File: src/source/rv32v_pkg.sv
package rv32v_pkg;

    // register file geometry
    localparam int NUM_LANES = 4;
    localparam int VLEN      = 128;

    // one element or one bank word
    typedef logic [31:0] word_t;

    // vector register number
    typedef logic [4:0] vreg_sel_t;

    // micro-op index within a vector instruction
    typedef logic [4:0] uop_num_t;

    // element width codes, the fourth code is reserved
    typedef logic [1:0] sew_t;

    localparam sew_t SEW8  = 2'd0;
    localparam sew_t SEW16 = 2'd1;
    localparam sew_t SEW32 = 2'd2;

    // lane alu opcodes
    typedef logic [4:0] valu_op_t;

    localparam valu_op_t VALU_ADD   = 5'd0;
    localparam valu_op_t VALU_SUB   = 5'd1;
    localparam valu_op_t VALU_RSUB  = 5'd2;
    localparam valu_op_t VALU_AND   = 5'd3;
    localparam valu_op_t VALU_OR    = 5'd4;
    localparam valu_op_t VALU_XOR   = 5'd5;

    localparam valu_op_t VALU_SLL   = 5'd6;
    localparam valu_op_t VALU_SRL   = 5'd7;
    localparam valu_op_t VALU_SRA   = 5'd8;

    localparam valu_op_t VALU_MINU  = 5'd9;
    localparam valu_op_t VALU_MAXU  = 5'd10;

    // compares produce 1 or 0 per element
    localparam valu_op_t VALU_SEQ   = 5'd11;
    localparam valu_op_t VALU_SNE   = 5'd12;
    localparam valu_op_t VALU_SLT   = 5'd13;
    localparam valu_op_t VALU_SLE   = 5'd14;
    localparam valu_op_t VALU_SGT   = 5'd15;

    // last defined opcode
    localparam valu_op_t VALU_MERGE = 5'd16;

endpackage

File: src/source/rv32v_vector_bank.sv
`timescale 1ns/1ps

module rv32v_vector_bank (
    input  logic                 CLK,
    input  logic                 reset,
    input  rv32v_pkg::vreg_sel_t vs1,
    input  rv32v_pkg::vreg_sel_t vs2,
    input  rv32v_pkg::vreg_sel_t vw,
    input  rv32v_pkg::word_t     vwdata,
    input  logic [3:0]           byte_wen,
    output rv32v_pkg::word_t     vdat1,
    output rv32v_pkg::word_t     vdat2,
    output rv32v_pkg::word_t     v0
);

    // one 32-bit slice of every vector register
    rv32v_pkg::word_t regs [32];

    always_ff @(posedge CLK) begin
        if (reset) begin
            for (int i = 0; i < 32; i++) begin
                regs[i] <= '0;
            end
        end else begin
            // only the enabled bytes of the addressed word change
            for (int b = 0; b < 4; b++) begin
                if (byte_wen[b]) begin
                    regs[vw][8*b +: 8] <= vwdata[8*b +: 8];
                end
            end
        end
    end

    // reads see the contents before this cycle's write
    assign vdat1 = regs[vs1];
    assign vdat2 = regs[vs2];

    // mask register slice, always visible
    assign v0 = regs[0];

    // writeback enables come from outside the execute stage
    byte_wen_known: assert property (
        @(posedge CLK) disable iff (reset) !$isunknown(byte_wen)
    ) else $error("vector bank: byte_wen is unknown");

endmodule

File: config.mk
export PLATFORM = sky130hd
export DESIGN_NAME = rv32v_vector_bank
export DESIGN_NICKNAME = d
export VERILOG_FILES = /design/src/source/rv32v_pkg.sv /design/src/source/rv32v_vector_bank.sv
export SDC_FILE = /design/constraint.sdc
export NUM_CORES = 2
export LEC_CHECK = 0
export BUFFER_PORTS_ARGS = -buffer_cell sky130_fd_sc_hd__buf_4
export CAP_MARGIN = 20
export CORE_ASPECT_RATIO = 0.75
export CORE_MARGIN = 2
export CORE_UTILIZATION = 35
export DETAILED_ROUTE_END_ITERATION = 16
export PLACE_DENSITY = 0.57
export SYNTH_ARGS = -nofsm -noshare
export SYNTH_HDL_FRONTEND = slang
export SYNTH_SLANG_ARGS = --single-unit
File: constraint.sdc
create_clock -name CLK -period 3.5 [get_ports CLK]
set_clock_uncertainty 0.2 [all_clocks]
set_input_delay 0.525 -clock CLK [delete_from_list [all_inputs] [get_ports CLK]]
set_output_delay 0.525 -clock CLK [all_outputs]
set_load 0.01 [all_outputs]
==> metrics.txt <==
sequential share of power=47.7%; Sw Share=26.4%; CTS root buf=clkbuf_16; Syn Nets=4847; clock power share=39.7%; Mapped Area=56900 um^2; vias in the first global route=38700; Arr. time, crit path=2680 ps; Die ar.=166000 um^2; DP HPWL=135000 um; Area Overhead vs Synth=14.6%; overall power consumption=30600 uW; hold_ws=173 ps; Final Hold Violating Endpoints=0; Hold Startpoint=vwdata[21]; die width=470 um; DRT iter0 DRCs=4715; layout cells sized above 1=14.1%; Worst Setup Start Kind=input pin; DRT Pass-1 Iters=5; Worst setup EP type=primary output; Cell Int Power=22500 uW; Period minus WS final=3400 ps; DR vias=40100; Pleak=0.0256 uW; Worst VDD drop=0.000395 V; synthesis warning total=0; Biggest register=regs; Placement Setup Slack=103 ps; core box area=162000 um^2; Setup TNS=0 ps; Netlist cell types=23; maximum clock insertion buffer count=3; clock-pin slew on the worst setup and hold paths=60 ps; Layout fillers=15200; Power Density=469 nW/um^2; first-pass GRT wire length=282000 um; Comb pwr share=12.6%; Final Wtd Congestion=0.906; Slew @ Worst Pin=904 ps; FMAX=294 MHz; max_cap viols=0; Starting Density=35.2%; TritonCTS Buffers=109; footprint of the multi-input gates=24200 um^2; DR WL/cell=27.6 um; I/O pins=149; outcome=complete, no violations; Worst Hold Class=in -> reg; post-synthesis cell count=4794; DRC=0; Setup violations, final=0; Sink Count=1024; largest net degree at the start of global routing=74; Port Buf Inserts=148; CTS H-tree depth=3; end of the worst hold path=regs[0][21]$_SDFFCE_PN0P_; DIE HEIGHT=353 um; worst setup path category=in -> out; antenna-violating nets left=0; Setup WS post-layout=95.2 ps; Top Registers=regs: 1024 flops; mean post-synth cell area=11.9 um^2; row cnt=128; fin nets=4988; CP required=2770 ps; worst hold path depth=2; initial antenna violation count=12; max reg flops=1024; max-slew violations=0; Overflow after GRT=0; period utilization=97.3%; sequential fraction of the synthesis area=54.0%; Slew HR=39.5%; cts hold-fix bufs=0; GRT Util Overall=23.1%; register bit total from synthesis=1024; Max FO, Critical Path=27; drt total wl=198000 um; RSZ-0062 raised after global routing=false; storage element area=30700 um^2; vias per std cell=5.58; Psw=8060 uW; CTS tree=yes
metrics by stage:
stage          utilization [%]  area, um^2  instances
2_1_floorplan                -       56900       4794
3_3_place_gp              38.0       61600       6968
3_5_place_dp              38.0       61600       6968
4_1_cts                   40.3       65200       7174
5_1_grt                   40.3       65200       7179
6_report                  40.3       65200       7183
cell type report:
cell class | count | share of cell area (%)
clock buffer | 133 | 4.42
clock inverter | 72 | 1.17
antenna | 9 | 0.0345
sequential | 1024 | 47.1
tap | 2145 | 4.11
timing repair buffer | 407 | 5.95
multi-input combinational | 3393 | 37.2
layout by cell type (no fill, tap or decap), drive strengths merged, types with 132 or more instances in the layout:
cell type  synthesis  routed
a21oi            192     192
a22oi            192     192
and2            1027    1027
buf              182     407
clkbuf           195     133
edfxtp          1024    1024
mux2i           1024    1024
nand2            227     227
nand3            192     192
nor2             132     132
cells in the mapped netlist:
master	n	area share, %
clkbuf_1	191	1.3
nor3_1	65	0.57
buf_6	31	0.61
or2_2	130	1.4
edfxtp_1	1024	54
mux2i_1	1024	18
buf_1	14	0.092
a22o_1	128	2.0
nor2b_1	6	0.066
clkbuf_4	4	0.053
a21oi_1	192	1.7
nand2b_1	8	0.088
nand2_1	227	1.5
buf_4	61	0.80
nor2_1	132	0.87
nand3_1	192	1.7
nor3b_1	3	0.040
a22oi_1	192	2.5
buf_2	76	0.67
a31oi_1	64	0.70
and2_1	1027	11
and3b_1	2	0.031
and3_1	1	0.011
what timing repair did:
action,CTS,global route
endpoints found under the setup margin,2,1
resized for setup,0,1
setup buffers,1,0
how the worst max path moves through the flow:
stage                              startpoint                    endpoint  slack (ps)  cells after the start
floorplan                              vs1[1]                   vdat1[25]        1120                      8
detailed placement                      vw[1]  regs[24][29]$_SDFFCE_PN0P_         100                      5
CTS                 regs[0][24]$_SDFFCE_PN0P_                   vdat2[24]           5                      6
global route        regs[0][16]$_SDFFCE_PN0P_                   vdat1[16]          50                      6
global placement                        vw[1]  regs[24][27]$_SDFFCE_PN0P_         110                      5
finish                                 vs2[1]                    vdat2[7]         100                      9
power groups by stage:
stage	Sequential, uW	Clock [uW]	Combinational [uW]
3_5_place_dp	14800	0	3810
6_report	14600	12100	3850
4_1_cts	14600	12300	3820
3_3_place_gp	14800	0	3780
5_1_grt	14700	12700	4040
2_1_floorplan	14700	0	2240
per-layer routing:
metal / track usage (%) / vias to the layer above / wire, um
met3: 3.52 / 274 / 13800
li1: - / 17800 / -
met4: 6.83 / 2 / 5620
met2: 34.8 / 1603 / 86700
met1: 34.3 / 20400 / 91800
met5: 0 / - / 18
critical path, cell delays in order:
cell and delay, ps:
buf_8 250, buf_12 260, buf_12 260, buf_12 210
mux2i_1 390, nand2_1 100, a31oi_1 150, nand3_1 210
buf_4 220
kinds of logic after synthesis:
family / after synthesis / share of synthesized area [%]
compound gates: 576 / 6.89
buf+inv: 377 / 3.49
flops: 1024 / 54.0
mux: 1024 / 18.0
simple gates: 1793 / 17.6
(Power assumes the default switching activity.)
