File: config.mk
export PLATFORM = sky130hd
export DESIGN_NAME = rv32v_read_xbar
export DESIGN_NICKNAME = d
export VERILOG_FILES = /design/src/source/rv32v_pkg.sv /design/src/source/rv32v_read_xbar.sv
export SDC_FILE = /design/constraint.sdc
export NUM_CORES = 1
export LEC_CHECK = 0
export ABC_AREA = 1
export BUFFER_PORTS_ARGS = -buffer_cell sky130_fd_sc_hd__buf_2
export CAP_MARGIN = 20
export CORE_AREA = 2 2 101 103
export DETAILED_ROUTE_END_ITERATION = 8
export DIE_AREA = 0 0 103 105
export PLACE_DENSITY = 0.68
export SLEW_MARGIN = 10
export SYNTH_ARGS = -nofsm -noshare
export SYNTH_HDL_FRONTEND = slang
export SYNTH_SLANG_ARGS = --single-unit
File: constraint.sdc
create_clock -name vclk -period 1.42
set_input_delay 0 -clock vclk [all_inputs]
set_output_delay 0 -clock vclk [all_outputs]
set_load 0.01 [all_outputs]
File: src/source/rv32v_pkg.sv
package rv32v_pkg;

    // register file geometry
    localparam int NUM_LANES = 4;
    localparam int VLEN      = 128;

    // one element or one bank word
    typedef logic [31:0] word_t;

    // vector register number
    typedef logic [4:0] vreg_sel_t;

    // micro-op index within a vector instruction
    typedef logic [4:0] uop_num_t;

    // element width codes, the fourth code is reserved
    typedef logic [1:0] sew_t;

    localparam sew_t SEW8  = 2'd0;
    localparam sew_t SEW16 = 2'd1;
    localparam sew_t SEW32 = 2'd2;

    // lane alu opcodes
    typedef logic [4:0] valu_op_t;

    localparam valu_op_t VALU_ADD   = 5'd0;
    localparam valu_op_t VALU_SUB   = 5'd1;
    localparam valu_op_t VALU_RSUB  = 5'd2;
    localparam valu_op_t VALU_AND   = 5'd3;
    localparam valu_op_t VALU_OR    = 5'd4;
    localparam valu_op_t VALU_XOR   = 5'd5;

    localparam valu_op_t VALU_SLL   = 5'd6;
    localparam valu_op_t VALU_SRL   = 5'd7;
    localparam valu_op_t VALU_SRA   = 5'd8;

    localparam valu_op_t VALU_MINU  = 5'd9;
    localparam valu_op_t VALU_MAXU  = 5'd10;

    // compares produce 1 or 0 per element
    localparam valu_op_t VALU_SEQ   = 5'd11;
    localparam valu_op_t VALU_SNE   = 5'd12;
    localparam valu_op_t VALU_SLT   = 5'd13;
    localparam valu_op_t VALU_SLE   = 5'd14;
    localparam valu_op_t VALU_SGT   = 5'd15;

    // last defined opcode
    localparam valu_op_t VALU_MERGE = 5'd16;

endpackage

File: src/source/rv32v_read_xbar.sv
`timescale 1ns/1ps

module rv32v_read_xbar (
    input  rv32v_pkg::word_t [rv32v_pkg::NUM_LANES-1:0] bank_dat,
    input  rv32v_pkg::sew_t                             veew,
    input  logic [1:0]                                  bank_offset,
    input  logic                                        sign_ext,
    output rv32v_pkg::word_t [rv32v_pkg::NUM_LANES-1:0] out_dat
);

    for (genvar k = 0; k < rv32v_pkg::NUM_LANES; k++) begin : g_lane
        logic [7:0]       elem8;
        logic [15:0]      elem16;
        rv32v_pkg::word_t elem_ext;

        // sew8: the micro-op fills one bank, lane k takes byte k
        assign elem8 = bank_dat[bank_offset][8*k +: 8];

        // sew16: two banks per micro-op, two halfwords per bank
        assign elem16 = bank_dat[{bank_offset[0], 1'(k / 2)}][16*(k % 2) +: 16];

        always_comb begin
            case (veew)
                rv32v_pkg::SEW8: begin
                    elem_ext = sign_ext ? {{24{elem8[7]}}, elem8} : {24'b0, elem8};
                end
                rv32v_pkg::SEW16: begin
                    elem_ext = sign_ext ? {{16{elem16[15]}}, elem16} : {16'b0, elem16};
                end
                default: begin
                    // sew32 lane k is bank k
                    elem_ext = bank_dat[k];
                end
            endcase
        end

        assign out_dat[k] = elem_ext;
    end

    always_comb begin
        assert ($isunknown(veew) || (veew inside {rv32v_pkg::SEW8, rv32v_pkg::SEW16,
                                                  rv32v_pkg::SEW32}))
            else $error("read xbar: reserved element width code %0d", veew);
    end

endmodule

==> flow_metrics.env <==
export IMPL_ys_top_cells_by_area="nand2_1, nand3_1, a21oi_1"
export IMPL_path_max_fanout=53
export IMPL_ys_types=17
export IMPL_place_gp_congestion=0.908
export IMPL_required_ns=1.42
export IMPL_initial_utilization_pct=32.7
export IMPL_final_cells=1065
export IMPL_fp_dieW_um=103
export IMPL_syn_area_per_cell_um2=4.49
export IMPL_crit_buf_inv=4
export IMPL_final_clkbuf_count=0
export IMPL_post_route_util_pct=48.4
export IMPL_postCtsSetupRepairBufs=0
export IMPL_grt_pass1_wl_um=26000
export IMPL_synth_cells=703
export IMPL_grt_start_max_net_pins=106
export IMPL_cp_slowest_cell="a21oi_1"
export IMPL_layout_min_cycle_time_ns=1.27
export IMPL_synth_top_area_share_pct=40.6
export IMPL_grt_pass1_vias=4871
export IMPL_synth_largest_area_cell="nand2_1"
export IMPL_antenna_found_initial=0
export IMPL_regArea_um2=0
export IMPL_vdd_drop_max_v=0.000165
export IMPL_p_switching_mw=1.09
export IMPL_synth_top_family_by_area="simple AND/OR/NAND/NOR gates"
export IMPL_relSlewSlack_pct=70.3
export IMPL_syn_area_mm2=0.00315
export IMPL_seq_cells=0
export IMPL_min_path_type="in2out"
export IMPL_met1_usage_pct=39.4
export IMPL_synth_mux_area_share_pct=0
export IMPL_p_leak_nw=2.95
export IMPL_hold_buffers=0
export IMPL_drc_errors=0
export IMPL_synthSimpleGateAreaFrac_pct=72.3
export IMPL_rows=36
export IMPL_nNetsFinal=1067
export IMPL_wl_per_cell_um=16.3
export IMPL_overflow=0
export IMPL_synth_compound_area_share_pct=15.8
export IMPL_yosys_area_share_adder_pct=0
export IMPL_synthTopCellsByCount="nand2_1, nand3_1, a21oi_1, buf_2"
export IMPL_die_area_mm2=0.0108
export IMPL_drv_slew=0
export IMPL_cpPeakStageDelay_ns=0.34
export IMPL_p_seq_share_pct=0
export IMPL_cp_data_arrival_time_ns=1.27
export IMPL_n_fill_cell=1163
export IMPL_vias=5654
export IMPL_min_to="out_dat[1]"
export IMPL_worst_pin_slew_ns=0.444
export IMPL_combPwrFrac_pct=100.0
export IMPL_mappedNetlistNets=836
export IMPL_fmax_ghz=0.785
export IMPL_met2_usage_pct=52.6
export IMPL_run_status="completed"
export IMPL_top_usage_layer="met2"
export IMPL_clkPwrFrac_pct=0
export IMPL_hold_start="bank_dat[1]"
export IMPL_yosys_warnings=0
export IMPL_fin_area_mm2=0.00467
export IMPL_power_density_mw_per_mm2=385
export IMPL_diodes=0
export IMPL_die_y_um=105
export IMPL_p_sw_share_pct=60.5
export IMPL_finalWorstSetupSlack_ns=0.146
export IMPL_pre_cts_ws_ns=0.111
export IMPL_synthXorXnorAreaFrac_pct=0
export IMPL_firstDrtPassIters=5
export IMPL_end_kind="primary output"
export IMPL_timing_setup_tns_ns=0
export IMPL_intPower_mw=0.710
export IMPL_hold_depth=4
export IMPL_timing_worst_setup_path_type="in2out"
export IMPL_worstPathCellList="buf_4, buf_12, buf_4, nand2_1, a21oi_1, a21oi_1, nand2_1, buf_2"
export IMPL_ant_nets=0
export IMPL_viasPerCell=5.31
export IMPL_yosysSeqAreaShare_pct=0
export IMPL_finalSetupViolCount=0
export IMPL_dp_hpwl_um=13600
export IMPL_io_pins=261
export IMPL_cp_top_family="buffers and inverters"
export IMPL_dpl_cell_area_mm2=0.00465
export IMPL_cap_violations=0
export IMPL_grt_usage_pct=30.2
export IMPL_hold_violations=0
export IMPL_drt_iter0_drc=415
export IMPL_wirelength_um=17400
export IMPL_cp_start_kind="input pin"
export IMPL_layout_drive_gt1_share_pct=32.7
export IMPL_fin_crit_sh_pct=89.7
export IMPL_areaGrowthSynthToFinish_pct=48.1
export IMPL_rsz0062_at_grt="no"
export IMPL_dp_cells=1065
export IMPL_port_buffers=261
export IMPL_synth_most_common_cell="nand2_1"
export IMPL_use_met3_pct=3.08
export IMPL_core_area_mm2=0.00964
layout by cell type (no fill, tap or decap):
cell and count:
nand2_1 341, nand4_2 4, buf_4 26, nand3_1 178, nand3_2 2, o211ai_1 15, inv_4 1, o21ai_0 14
inv_2 2, buf_2 259, nor2_4 2, a21oi_1 63, buf_12 7, inv_1 16, nand3_4 2
layer usage:
layer  vias to the layer above  routed length [µm]
met3                        22                1440
li1                       2799                   -
met1                      2523                7110
met5                         -                   0
met4                         0                 298
met2                       310                8570
stage by stage:
stage                     total power, mW  hold slack, ns
after CTS                            1.79           0.313
after global placement               1.78           0.306
after detailed placement             1.78           0.312
final                                1.80           0.307
after floorplan                     0.962           0.135
after global routing                 1.98           0.328
cell type report:
| cell class | count | area (µm²) | area share (%) |
|---|---|---|---|
| Timing Repair Buffer | 292 | 1630 | 35.0 |
| Inverter | 19 | 73.8 | 1.58 |
| Tap cell | 133 | 166 | 3.56 |
| Multi-Input combinational cell | 621 | 2800 | 59.9 |
logic make-up after synthesis:
| kind of cell | Yosys count |
|---|---|
| compound gates | 92 |
| simple gates | 529 |
| buf+inv | 82 |
worst max path at each step:
stage / cells past startpoint / startpoint / slack (ns) / endpoint
after detailed placement: 8 / bank_offset[0] / 0.11 / out_dat[38]
after global routing: 8 / bank_offset[0] / 0.06 / out_dat[107]
after CTS: 8 / bank_offset[0] / 0.11 / out_dat[38]
after global placement: 8 / bank_offset[0] / 0.12 / out_dat[38]
final: 8 / bank_offset[0] / 0.15 / out_dat[36]
after floorplan: 8 / bank_offset[0] / 0.51 / out_dat[12]
power by group through the flow:
stage               registers [mW]  clock network [mW]  logic (mW)
finish                           0                   0        1.80
global route                     0                   0        1.98
CTS                              0                   0        1.79
detailed placement               0                   0        1.78
global placement                 0                   0        1.78
floorplan                        0                   0       0.962
what timing repair did:
item / 4_1_cts / 5_1_grt
setup endpoints to repair: 0 / 23
endpoints found under the hold margin: 0 / 0
resized for setup: 0 / 2
(Power assumes the default switching activity.)
