**config.mk**
```make
export PLATFORM = sky130hd
export DESIGN_NAME = rv32v_mask_unit
export DESIGN_NICKNAME = d
export VERILOG_FILES = /design/src/source/rv32v_pkg.sv /design/src/source/rv32v_mask_unit.sv
export SDC_FILE = /design/constraint.sdc
export NUM_CORES = 1
export LEC_CHECK = 0
export ABC_AREA = 0
export BUFFER_PORTS_ARGS = -buffer_cell sky130_fd_sc_hd__buf_2
export CAP_MARGIN = 20
export CELL_PAD_IN_SITES_DETAIL_PLACEMENT = 0
export CELL_PAD_IN_SITES_GLOBAL_PLACEMENT = 1
export CORE_AREA = 10 10 90 92
export DETAILED_ROUTE_END_ITERATION = 10
export DIE_AREA = 0 0 100 102
export PLACE_DENSITY = 0.85
export SYNTH_ARGS = -nofsm -noshare
export SYNTH_HDL_FRONTEND = slang
export SYNTH_SLANG_ARGS = --single-unit
```
**constraint.sdc**
```tcl
create_clock -name vclk -period 1.16
set_clock_uncertainty 0.2 [all_clocks]
set_input_delay 0 -clock vclk [all_inputs]
set_output_delay 0 -clock vclk [all_outputs]
set_load 0.01 [all_outputs]
```
**src/source/rv32v_pkg.sv**
```systemverilog
package rv32v_pkg;

    // register file geometry
    localparam int NUM_LANES = 4;
    localparam int VLEN      = 128;

    // one element or one bank word
    typedef logic [31:0] word_t;

    // vector register number
    typedef logic [4:0] vreg_sel_t;

    // micro-op index within a vector instruction
    typedef logic [4:0] uop_num_t;

    // element width codes, the fourth code is reserved
    typedef logic [1:0] sew_t;

    localparam sew_t SEW8  = 2'd0;
    localparam sew_t SEW16 = 2'd1;
    localparam sew_t SEW32 = 2'd2;

    // lane alu opcodes
    typedef logic [4:0] valu_op_t;

    localparam valu_op_t VALU_ADD   = 5'd0;
    localparam valu_op_t VALU_SUB   = 5'd1;
    localparam valu_op_t VALU_RSUB  = 5'd2;
    localparam valu_op_t VALU_AND   = 5'd3;
    localparam valu_op_t VALU_OR    = 5'd4;
    localparam valu_op_t VALU_XOR   = 5'd5;

    localparam valu_op_t VALU_SLL   = 5'd6;
    localparam valu_op_t VALU_SRL   = 5'd7;
    localparam valu_op_t VALU_SRA   = 5'd8;

    localparam valu_op_t VALU_MINU  = 5'd9;
    localparam valu_op_t VALU_MAXU  = 5'd10;

    // compares produce 1 or 0 per element
    localparam valu_op_t VALU_SEQ   = 5'd11;
    localparam valu_op_t VALU_SNE   = 5'd12;
    localparam valu_op_t VALU_SLT   = 5'd13;
    localparam valu_op_t VALU_SLE   = 5'd14;
    localparam valu_op_t VALU_SGT   = 5'd15;

    // last defined opcode
    localparam valu_op_t VALU_MERGE = 5'd16;

endpackage

```
**src/source/rv32v_mask_unit.sv**
```systemverilog
`timescale 1ns/1ps

module rv32v_mask_unit (
    input  logic [rv32v_pkg::VLEN-1:0]      v0,
    input  logic                            mask_enable,
    input  rv32v_pkg::uop_num_t             uop_num,
    input  logic [rv32v_pkg::NUM_LANES-1:0] lane_active,
    output logic [rv32v_pkg::NUM_LANES-1:0] lane_mask,
    output logic [rv32v_pkg::NUM_LANES-1:0] mask_bits
);

    // one v0 bit per element, four elements per micro-op
    logic [6:0] bit_base;

    assign bit_base  = {uop_num, 2'b00};
    assign mask_bits = v0[bit_base +: rv32v_pkg::NUM_LANES];

    // unmasked ops only follow the lane active enables
    assign lane_mask = lane_active & (~{rv32v_pkg::NUM_LANES{mask_enable}} | mask_bits);

endmodule

```
==> run_summary.xml <==
<?xml version="1.0" encoding="UTF-8"?>
<metrics>
  <group name="drt">
    <metric name="firstDrtPassIters" unit="">3</metric>
    <metric name="post_drt_wl_per_cell" unit="µm">18.4</metric>
    <metric name="detail_route.drc_violations" unit="">0</metric>
    <metric name="via_per_inst" unit="">4.64</metric>
    <metric name="finalWirelength" unit="µm">6990</metric>
    <metric name="drtAntennaViolNets" unit="">0</metric>
    <metric name="dr.first_iter.drc_count" unit="">66</metric>
    <metric name="detailroute.via_count" unit="">1766</metric>
  </group>
  <group name="logic_synthesis">
    <metric name="yosysTopAreaCell" unit="">sky130_fd_sc_hd__mux2i_1</metric>
    <metric name="synth-warning-count" unit="">0</metric>
    <metric name="synth_top_area_share" unit="">0.524</metric>
    <metric name="syn_area" unit="mm²">0.00122</metric>
    <metric name="part_of_the_yosys_area_used_for_sequential_elements" unit="">0</metric>
    <metric name="synth.lib_cells_used.distinct" unit="">18</metric>
    <metric name="mean_syn_cell_area" unit="µm²">8.56</metric>
    <metric name="synth_cells" unit="">143</metric>
    <metric name="synth.top_cells.by_count" unit="">sky130_fd_sc_hd__mux2i_1 (64), sky130_fd_sc_hd__a22oi_1 (32), sky130_fd_sc_hd__a21oi_1 (16)</metric>
    <metric name="synthMostInstantiatedCell" unit="">sky130_fd_sc_hd__mux2i_1</metric>
    <metric name="synth.area.top_cells" unit="">sky130_fd_sc_hd__mux2i_1 (52%), sky130_fd_sc_hd__a22oi_1 (20%), sky130_fd_sc_hd__a21oi_1 (6.5%)</metric>
    <metric name="mappedNetlistNets" unit="">281</metric>
  </group>
  <group name="layout">
    <metric name="finalNonFillerCells" unit="">381</metric>
    <metric name="clock_buffer_count" unit="">0</metric>
    <metric name="stdcell_area" unit="mm²">0.00243</metric>
    <metric name="n_sequential_cell" unit="">0</metric>
    <metric name="filler_cell_count" unit="">653</metric>
    <metric name="num_antenna_cells" unit="">0</metric>
    <metric name="final_layout_size_suffix_gt1_frac" unit="">0.691</metric>
    <metric name="layout_overhead_on_the_synthesized_area" unit="%">98.7</metric>
    <metric name="sequential_cell_area" unit="µm²">0</metric>
    <metric name="numnets_final" unit="">444</metric>
  </group>
  <group name="hold_path">
    <metric name="timing.hold.worst.start" unit="">lane_active[3]</metric>
    <metric name="holdCritPathClass" unit="">in2out</metric>
    <metric name="worstHoldPathCells" unit="">3</metric>
  </group>
  <group name="timing">
    <metric name="tightest_slew" unit="ps">292</metric>
    <metric name="grt_setup_unrepaired" unit="">yes</metric>
    <metric name="fin_worst_hold_slack" unit="ps">96.5</metric>
    <metric name="post_route_fraction_of_the_period_consumed_by_the_critical_path" unit="">1.41</metric>
    <metric name="fin_ws" unit="ps">-471</metric>
    <metric name="final_hold_viol_count" unit="">0</metric>
    <metric name="period_minus_slack" unit="ps">1630</metric>
    <metric name="timing.final.max_slew_violations" unit="">0</metric>
    <metric name="fmax" unit="MHz">613</metric>
    <metric name="setup_total_negative_slack" unit="ps">-3080</metric>
    <metric name="max_slew_margin" unit="">0.804</metric>
    <metric name="setup_violations" unit="">8</metric>
  </group>
  <group name="outcome">
    <metric name="violated_checks" unit="">negative setup slack</metric>
    <metric name="outcome" unit="">finished, violations left</metric>
  </group>
  <group name="floorplan">
    <metric name="initial_utilization" unit="">0.195</metric>
    <metric name="ports_placed_on_the_boundary" unit="">146</metric>
    <metric name="core_area" unit="mm²">0.00628</metric>
    <metric name="die_area" unit="mm²">0.0102</metric>
    <metric name="die_h" unit="µm">102</metric>
    <metric name="die_width" unit="µm">100</metric>
    <metric name="rows" unit="">29</metric>
  </group>
  <group name="global_route">
    <metric name="grt_overflow" unit="">0</metric>
    <metric name="grt_usage" unit="">0.123</metric>
    <metric name="first_pass_grt_wire_length" unit="µm">10200</metric>
    <metric name="grt_antenna_before_repair" unit="">1</metric>
    <metric name="grt_max_degree" unit="">23</metric>
    <metric name="first_global_vias" unit="">2030</metric>
  </group>
  <group name="setup_path">
    <metric name="worst_setup_path_startpoint" unit="">uop_num[1]</metric>
    <metric name="critical_path_peak_fanout" unit="">8</metric>
    <metric name="critical_path_arrival" unit="ps">1430</metric>
    <metric name="criticalPathCategory" unit="">in2out</metric>
    <metric name="cp-start-kind" unit="">input port</metric>
    <metric name="critPathCaptureType" unit="">output port</metric>
    <metric name="worst_ep_required_time" unit="ps">960</metric>
  </group>
  <group name="pwr">
    <metric name="cellLeakagePower" unit="nW">1.28</metric>
    <metric name="power-per-cell-area" unit="mW/mm²">385</metric>
    <metric name="power.share.combinational" unit="">1.000</metric>
    <metric name="sequentialPowerShare" unit="">0</metric>
    <metric name="irDropWorstVdd" unit="V">0.000150</metric>
    <metric name="power_switching_share" unit="">0.436</metric>
    <metric name="share_clk_of_total_power" unit="">0</metric>
    <metric name="p_sw" unit="W">0.000408</metric>
    <metric name="internal-power" unit="W">0.000528</metric>
  </group>
  <group name="placed_design">
    <metric name="dp_slack" unit="ps">-548</metric>
    <metric name="gpl.final_weighted_congestion" unit="">0.735</metric>
    <metric name="place_inst" unit="">369</metric>
    <metric name="buffer_ports.inserted" unit="">146</metric>
    <metric name="post_dp_cell_area" unit="mm²">0.00218</metric>
    <metric name="hpwlAfterDp" unit="µm">6090</metric>
  </group>
  <group name="clock_network">
    <metric name="post_cts_hold_buffer_count" unit="">0</metric>
  </group>
  <group name="run">
    <metric name="maxCapViolCount" unit="">0</metric>
  </group>
</metrics>
per-layer routing:
layer,track usage,up-vias,routed length [µm]
met5,0,-,0
met4,0,0,0
met3,0.0317,0,540
met2,0.227,77,3590
met1,0.148,794,2860
li1,-,895,-
worst max-delay path: stages:
cell                      delay, ps
sky130_fd_sc_hd__buf_12         120
sky130_fd_sc_hd__buf_12         130
sky130_fd_sc_hd__buf_8          130
sky130_fd_sc_hd__mux2i_1        110
sky130_fd_sc_hd__a22oi_1        220
sky130_fd_sc_hd__a21oi_2        100
sky130_fd_sc_hd__nor4_4         340
sky130_fd_sc_hd__o21a_1         160
sky130_fd_sc_hd__buf_2          130
layout by cell type (no fill, tap or decap), drive strengths merged:
master	n
buf	174
mux2i	64
a22oi	32
a21oi	16
nor4	4
o21a	4
nor2b	2
and2	2
nand2b	2
nor2	1
nand2	1
or2	1
inv	1
cells by family (layout without fill, tap and decap cells):
family / Yosys count / count (layout) / share of synthesized area
compound gates: 52 / 52 / 0.286
buf+inv: 15 / 175 / 0.112
simple gates: 12 / 13 / 0.0777
mux: 64 / 64 / 0.524
stage by stage:
step | total power, W | util
2_1_floorplan | 0.000453 | -
3_3_place_gp | 0.000812 | 0.348
3_5_place_dp | 0.000826 | 0.348
4_1_cts | 0.000908 | 0.375
5_1_grt | 0.00101 | 0.387
6_report | 0.000936 | 0.387
timing repair:
action	CTS	global route
gates cloned	1	0
pin swaps	13	10
setup endpoints to repair	8	8
resized for setup	23	13
buffers inserted	9	2
cell type report:
class                           count  area, µm²  area share
Timing Repair Buffer              174       1060       0.437
Tap cell                           77       96.3      0.0396
Multi-Input combinational cell    129       1270       0.521
Inverter                            1       3.75     0.00154
power groups by stage:
stage,combinational (W),sequential (W),clock [W]
final,0.000936,0,0
after floorplan,0.000453,0,0
after detailed placement,0.000826,0,0
after global placement,0.000812,0,0
after global routing,0.00101,0,0
after CTS,0.000908,0,0
final timing paths:
check | end | slack, ps
max | lane_mask[2] | -470
min | lane_mask[3] | 100
Note: power is estimated with default switching activity, not from simulation.
