<file path="src/source/rv32v_pkg.sv">
package rv32v_pkg;

    // register file geometry
    localparam int NUM_LANES = 4;
    localparam int VLEN      = 128;

    // one element or one bank word
    typedef logic [31:0] word_t;

    // vector register number
    typedef logic [4:0] vreg_sel_t;

    // micro-op index within a vector instruction
    typedef logic [4:0] uop_num_t;

    // element width codes, the fourth code is reserved
    typedef logic [1:0] sew_t;

    localparam sew_t SEW8  = 2'd0;
    localparam sew_t SEW16 = 2'd1;
    localparam sew_t SEW32 = 2'd2;

    // lane alu opcodes
    typedef logic [4:0] valu_op_t;

    localparam valu_op_t VALU_ADD   = 5'd0;
    localparam valu_op_t VALU_SUB   = 5'd1;
    localparam valu_op_t VALU_RSUB  = 5'd2;
    localparam valu_op_t VALU_AND   = 5'd3;
    localparam valu_op_t VALU_OR    = 5'd4;
    localparam valu_op_t VALU_XOR   = 5'd5;

    localparam valu_op_t VALU_SLL   = 5'd6;
    localparam valu_op_t VALU_SRL   = 5'd7;
    localparam valu_op_t VALU_SRA   = 5'd8;

    localparam valu_op_t VALU_MINU  = 5'd9;
    localparam valu_op_t VALU_MAXU  = 5'd10;

    // compares produce 1 or 0 per element
    localparam valu_op_t VALU_SEQ   = 5'd11;
    localparam valu_op_t VALU_SNE   = 5'd12;
    localparam valu_op_t VALU_SLT   = 5'd13;
    localparam valu_op_t VALU_SLE   = 5'd14;
    localparam valu_op_t VALU_SGT   = 5'd15;

    // last defined opcode
    localparam valu_op_t VALU_MERGE = 5'd16;

endpackage

</file>
<file path="src/source/rv32v_vfu.sv">
`timescale 1ns/1ps

module rv32v_vfu (
    input  rv32v_pkg::word_t    vopA,
    input  rv32v_pkg::word_t    vopB,
    input  logic                mask_bit,
    input  rv32v_pkg::sew_t     vsew,
    input  logic                sign_ext,
    input  rv32v_pkg::valu_op_t vop,
    output rv32v_pkg::word_t    vres
);

    function automatic rv32v_pkg::word_t extend_elem(input rv32v_pkg::word_t val,
                                                     input rv32v_pkg::sew_t  sew,
                                                     input logic             sx);
        case (sew)
            rv32v_pkg::SEW8:  return sx ? {{24{val[7]}}, val[7:0]} : {24'b0, val[7:0]};
            rv32v_pkg::SEW16: return sx ? {{16{val[15]}}, val[15:0]} : {16'b0, val[15:0]};
            default:          return val;
        endcase
    endfunction

    rv32v_pkg::word_t a_sx, a_zx, b_sx, b_zx;
    rv32v_pkg::word_t a_ext, b_ext;
    rv32v_pkg::word_t raw_res;
    logic [4:0]       shamt;

    assign a_sx  = extend_elem(vopA, vsew, 1'b1);
    assign a_zx  = extend_elem(vopA, vsew, 1'b0);
    assign b_sx  = extend_elem(vopB, vsew, 1'b1);
    assign b_zx  = extend_elem(vopB, vsew, 1'b0);
    assign a_ext = sign_ext ? a_sx : a_zx;
    assign b_ext = sign_ext ? b_sx : b_zx;

    // shift amount wraps at the element width
    always_comb begin
        case (vsew)
            rv32v_pkg::SEW8:  shamt = {2'b0, vopB[2:0]};
            rv32v_pkg::SEW16: shamt = {1'b0, vopB[3:0]};
            default:          shamt = vopB[4:0];
        endcase
    end

    // only the low sew bits of raw_res are kept
    always_comb begin
        case (vop)
            rv32v_pkg::VALU_ADD:   raw_res = vopA + vopB;
            rv32v_pkg::VALU_SUB:   raw_res = vopA - vopB;
            rv32v_pkg::VALU_RSUB:  raw_res = vopB - vopA;
            rv32v_pkg::VALU_AND:   raw_res = vopA & vopB;
            rv32v_pkg::VALU_OR:    raw_res = vopA | vopB;
            rv32v_pkg::VALU_XOR:   raw_res = vopA ^ vopB;
            rv32v_pkg::VALU_SLL:   raw_res = vopA << shamt;
            rv32v_pkg::VALU_SRL:   raw_res = a_zx >> shamt;
            rv32v_pkg::VALU_SRA:   raw_res = $signed(a_sx) >>> shamt;
            rv32v_pkg::VALU_MINU:  raw_res = (a_zx < b_zx) ? vopA : vopB;
            rv32v_pkg::VALU_MAXU:  raw_res = (a_zx > b_zx) ? vopA : vopB;
            rv32v_pkg::VALU_SEQ:   raw_res = {31'b0, a_ext == b_ext};
            rv32v_pkg::VALU_SNE:   raw_res = {31'b0, a_ext != b_ext};
            rv32v_pkg::VALU_SLT:   raw_res = {31'b0, $signed(a_ext) < $signed(b_ext)};
            rv32v_pkg::VALU_SLE:   raw_res = {31'b0, $signed(a_ext) <= $signed(b_ext)};
            rv32v_pkg::VALU_SGT:   raw_res = {31'b0, $signed(a_ext) > $signed(b_ext)};
            rv32v_pkg::VALU_MERGE: raw_res = mask_bit ? vopB : vopA;
            default:               raw_res = '0;
        endcase
    end

    assign vres = extend_elem(raw_res, vsew, sign_ext);

    always_comb begin
        assert ($isunknown(vop) || vop <= rv32v_pkg::VALU_MERGE)
            else $error("vfu: undefined alu opcode %0d", vop);
    end

endmodule

</file>
<file path="config.mk">
export PLATFORM = sky130hd
export DESIGN_NAME = rv32v_vfu
export DESIGN_NICKNAME = d
export VERILOG_FILES = /design/src/source/rv32v_pkg.sv /design/src/source/rv32v_vfu.sv
export SDC_FILE = /design/constraint.sdc
export NUM_CORES = 1
export LEC_CHECK = 0
export BUFFER_PORTS_ARGS = -buffer_cell sky130_fd_sc_hd__clkbuf_2
export CAP_MARGIN = 0
export CELL_PAD_IN_SITES_DETAIL_PLACEMENT = 0
export CELL_PAD_IN_SITES_GLOBAL_PLACEMENT = 2
export CORE_MARGIN = 2
export CORE_UTILIZATION = 39
export DETAILED_ROUTE_END_ITERATION = 8
export PLACE_DENSITY = 0.95
export SYNTH_ARGS = -nofsm -noshare
export SYNTH_HDL_FRONTEND = slang
export SYNTH_SLANG_ARGS = --single-unit
</file>
<file path="constraint.sdc">
create_clock -name vclk -period 13.8
set_input_delay 2.76 -clock vclk [all_inputs]
set_output_delay 2.76 -clock vclk [all_outputs]
set_load 0.02 [all_outputs]
</file>
==> impl_results.md <==
* Setup repair bufs after CTS at 0
* Hold path start: vopB[6]
* Final slew viol count at 0
* Worst hold margin at ~6 ns
* FP Rows at about 70
* Multi-input gate area at ~12000 µm²
* Sequential area share after synthesis at 0%
* Endpoints failing setup at 0
* P&R area growth vs syn at 5.98%
* Share of post-route cells with drive strength above 1 at a little under an eighth
* Initial Util at 39.3%
* WP data required at roughly 11 ns
* Arr. time, crit path at ~8.3 ns
* Status: finished clean
* Hold Fails Final Rpt at 0
* Crit-path max FO at between 40 and 50
* Slew @ Worst Pin at 1.27 ns
* DRT Pass-1 Iters at 5
* Synthesized Nets at 2283
* CLK BUF at 0
* Initial antenna violation count at 3
* Rel. slew slack at between 10% and 20%
* Post-synthesis cell count at 2033
* Upper clock frequency limit at 0.0902 GHz
* Yosys warns at 0
* Final Routed Wirelength at 75900 µm
* Cts repair resizes at 0
* FF+latch count at 0
* Initial DRC count at between 2k and 3k
* Syn Std Cell Area at about 13000 µm²
* Setup WS post-layout at 2.71 ns
* # hold bufs at CTS at 0
* Max Cap Violations at 0
* Worst hold-check path type: primary input to output port
* Yosys cell types at just under 90
* Post-DP HPWL at around 60000 µm
* Largest net degree at the start of global routing at 56
* Total Nets Final at 2267
* Vias per cell at about 7
* Routed WL per cell at between 30 and 40 µm
* Die X at ~190 µm
* Grt total ovfl at 0
* Via count at around 17k
* Gpl congestion at roughly 1
* Die Y at around 190 µm
* Worst setup path category: primary input to output port
* Vias in the first global route at 15.6k
* IO Port Bufs at 105
* Critical path startpoint: vsew[1]
* RSZ-0062 raised after global routing: false
* Total GRT Usage at 40.6%
* Syn Area/Cell at roughly 6.6 µm²
* First-pass GRT wire length at roughly 110000 µm
* Worst setup EP type: output port
* Core region area at around 34000 µm²
* Top-level I/O count at 105
* Post-route ant nets at 0
* Final worst-path cycle share at around four fifths
* Total Die Area at between 30000 and 40000 µm²
* Register area at 0 µm²
* # DRC at 0
* Fillers at about 3.7k
* Startpoint class of the critical path: primary input
* Setup TNS at 0 ns
* DP Worst Slack at 2.95 ns
* Shortest period the worst path allows at approximately 11 ns
* CP Capture Point: vres[0]
==> metal layers <==
| layer | vias to the layer above | track usage (%) | wire length [µm] |
|---|---|---|---|
| met5 | - | 0 | 17 |
| met3 | 232 | 7.69 | 9060 |
| met2 | 1234 | 62.3 | 32300 |
| met1 | 8371 | 56.3 | 30900 |
| li1 | 7580 | - | - |
| met4 | 2 | 15.1 | 3650 |
==> cells in the mapped netlist, drive strengths merged, types with 27 or more instances <==
| master | number | area share [%] |
|---|---|---|
| nand2 | 226 | 6.3 |
| ha | 175 | 16 |
| xnor2 | 61 | 4.0 |
| mux2i | 66 | 4.9 |
| buf | 43 | 1.5 |
| nor2 | 211 | 5.9 |
| o211ai | 46 | 2.6 |
| a221oi | 34 | 2.2 |
| nor3 | 50 | 1.9 |
| a21oi | 196 | 7.4 |
| a31oi | 27 | 1.3 |
| a211oi | 39 | 2.2 |
| nand3 | 33 | 1.3 |
| clkbuf | 118 | 3.3 |
| o21ai | 159 | 6.0 |
| mux4 | 37 | 6.3 |
| inv | 112 | 3.1 |
==> layout make-up <==
| class | count | share of cell area [%] |
|---|---|---|
| multi-input cells | 1757 | 87.3 |
| diodes | 2 | 0.0350 |
| well taps | 455 | 3.98 |
| inverters | 115 | 3.02 |
| repair buffers | 143 | 5.71 |
==> worst min path at each step <==
stage	end	slack, ns	cells after the start
finish	vres[6]	6.01	3
global route	vres[6]	6.03	3
CTS	vres[6]	6.01	3
detailed placement	vres[6]	6.01	3
global placement	vres[6]	6.00	3
floorplan	vres[7]	5.75	2
==> worst max-delay path, cell delays in order <==
cell	delay, ns
buf_2	0.20
buf_4	0.32
clkinv_1	0.08
buf_4	0.30
nand2_1	0.55
nor2_1	1.08
a21oi_1	0.08
ha_1	0.48
nand4_1	0.15
nor2_1	0.21
and3_1	0.20
nand2_1	0.17
o21ai_0	0.59
xor2_1	0.24
o22ai_1	0.11
a221oi_1	0.39
o21bai_1	0.20
clkbuf_2	0.20
==> layout by cell type (no fill, tap or decap), types with 15 or more instances in the layout <==
master	netlist	routed
a211oi_1	39	39
a21o_1	25	25
a21oi_1	195	195
a221oi_1	34	34
a31oi_1	27	27
buf_4	0	40
clkbuf_2	0	101
ha_1	175	175
inv_1	111	111
mux2_2	18	18
mux2i_1	66	66
mux4_2	34	34
nand2_1	224	223
nand2b_1	19	19
nand3_1	30	30
nand4_1	25	25
nor2_1	211	206
nor2b_1	17	17
nor3_1	50	49
nor4_1	16	15
o211ai_1	44	44
o21ai_0	145	145
o221ai_1	19	19
o22ai_1	20	20
xnor2_1	61	61
xor2_1	16	16
==> per-stage QoR <==
stage / utilization [%] / area, µm² / cells
global route: 41.7 / 14300 / 2470
CTS: 41.7 / 14300 / 2470
finish: 41.7 / 14300 / 2472
global placement: 41.7 / 14300 / 2470
floorplan: - / 13500 / 2033
detailed placement: 41.7 / 14300 / 2470
==> logic make-up (layout without fill, tap and decap cells) <==
family / count (synthesis) / in the layout / share of synthesized area, %
multiplexers: 122 / 122 / 12.7
other: 0 / 2 / 0
AND/OR/NAND/NOR: 665 / 665 / 22.5
adder cells (fa/ha/maj): 177 / 177 / 16.5
AO/OA/AOI/OAI: 716 / 716 / 35.2
XOR/XNOR: 77 / 77 / 5.00
buffers and inverters: 276 / 258 / 8.04
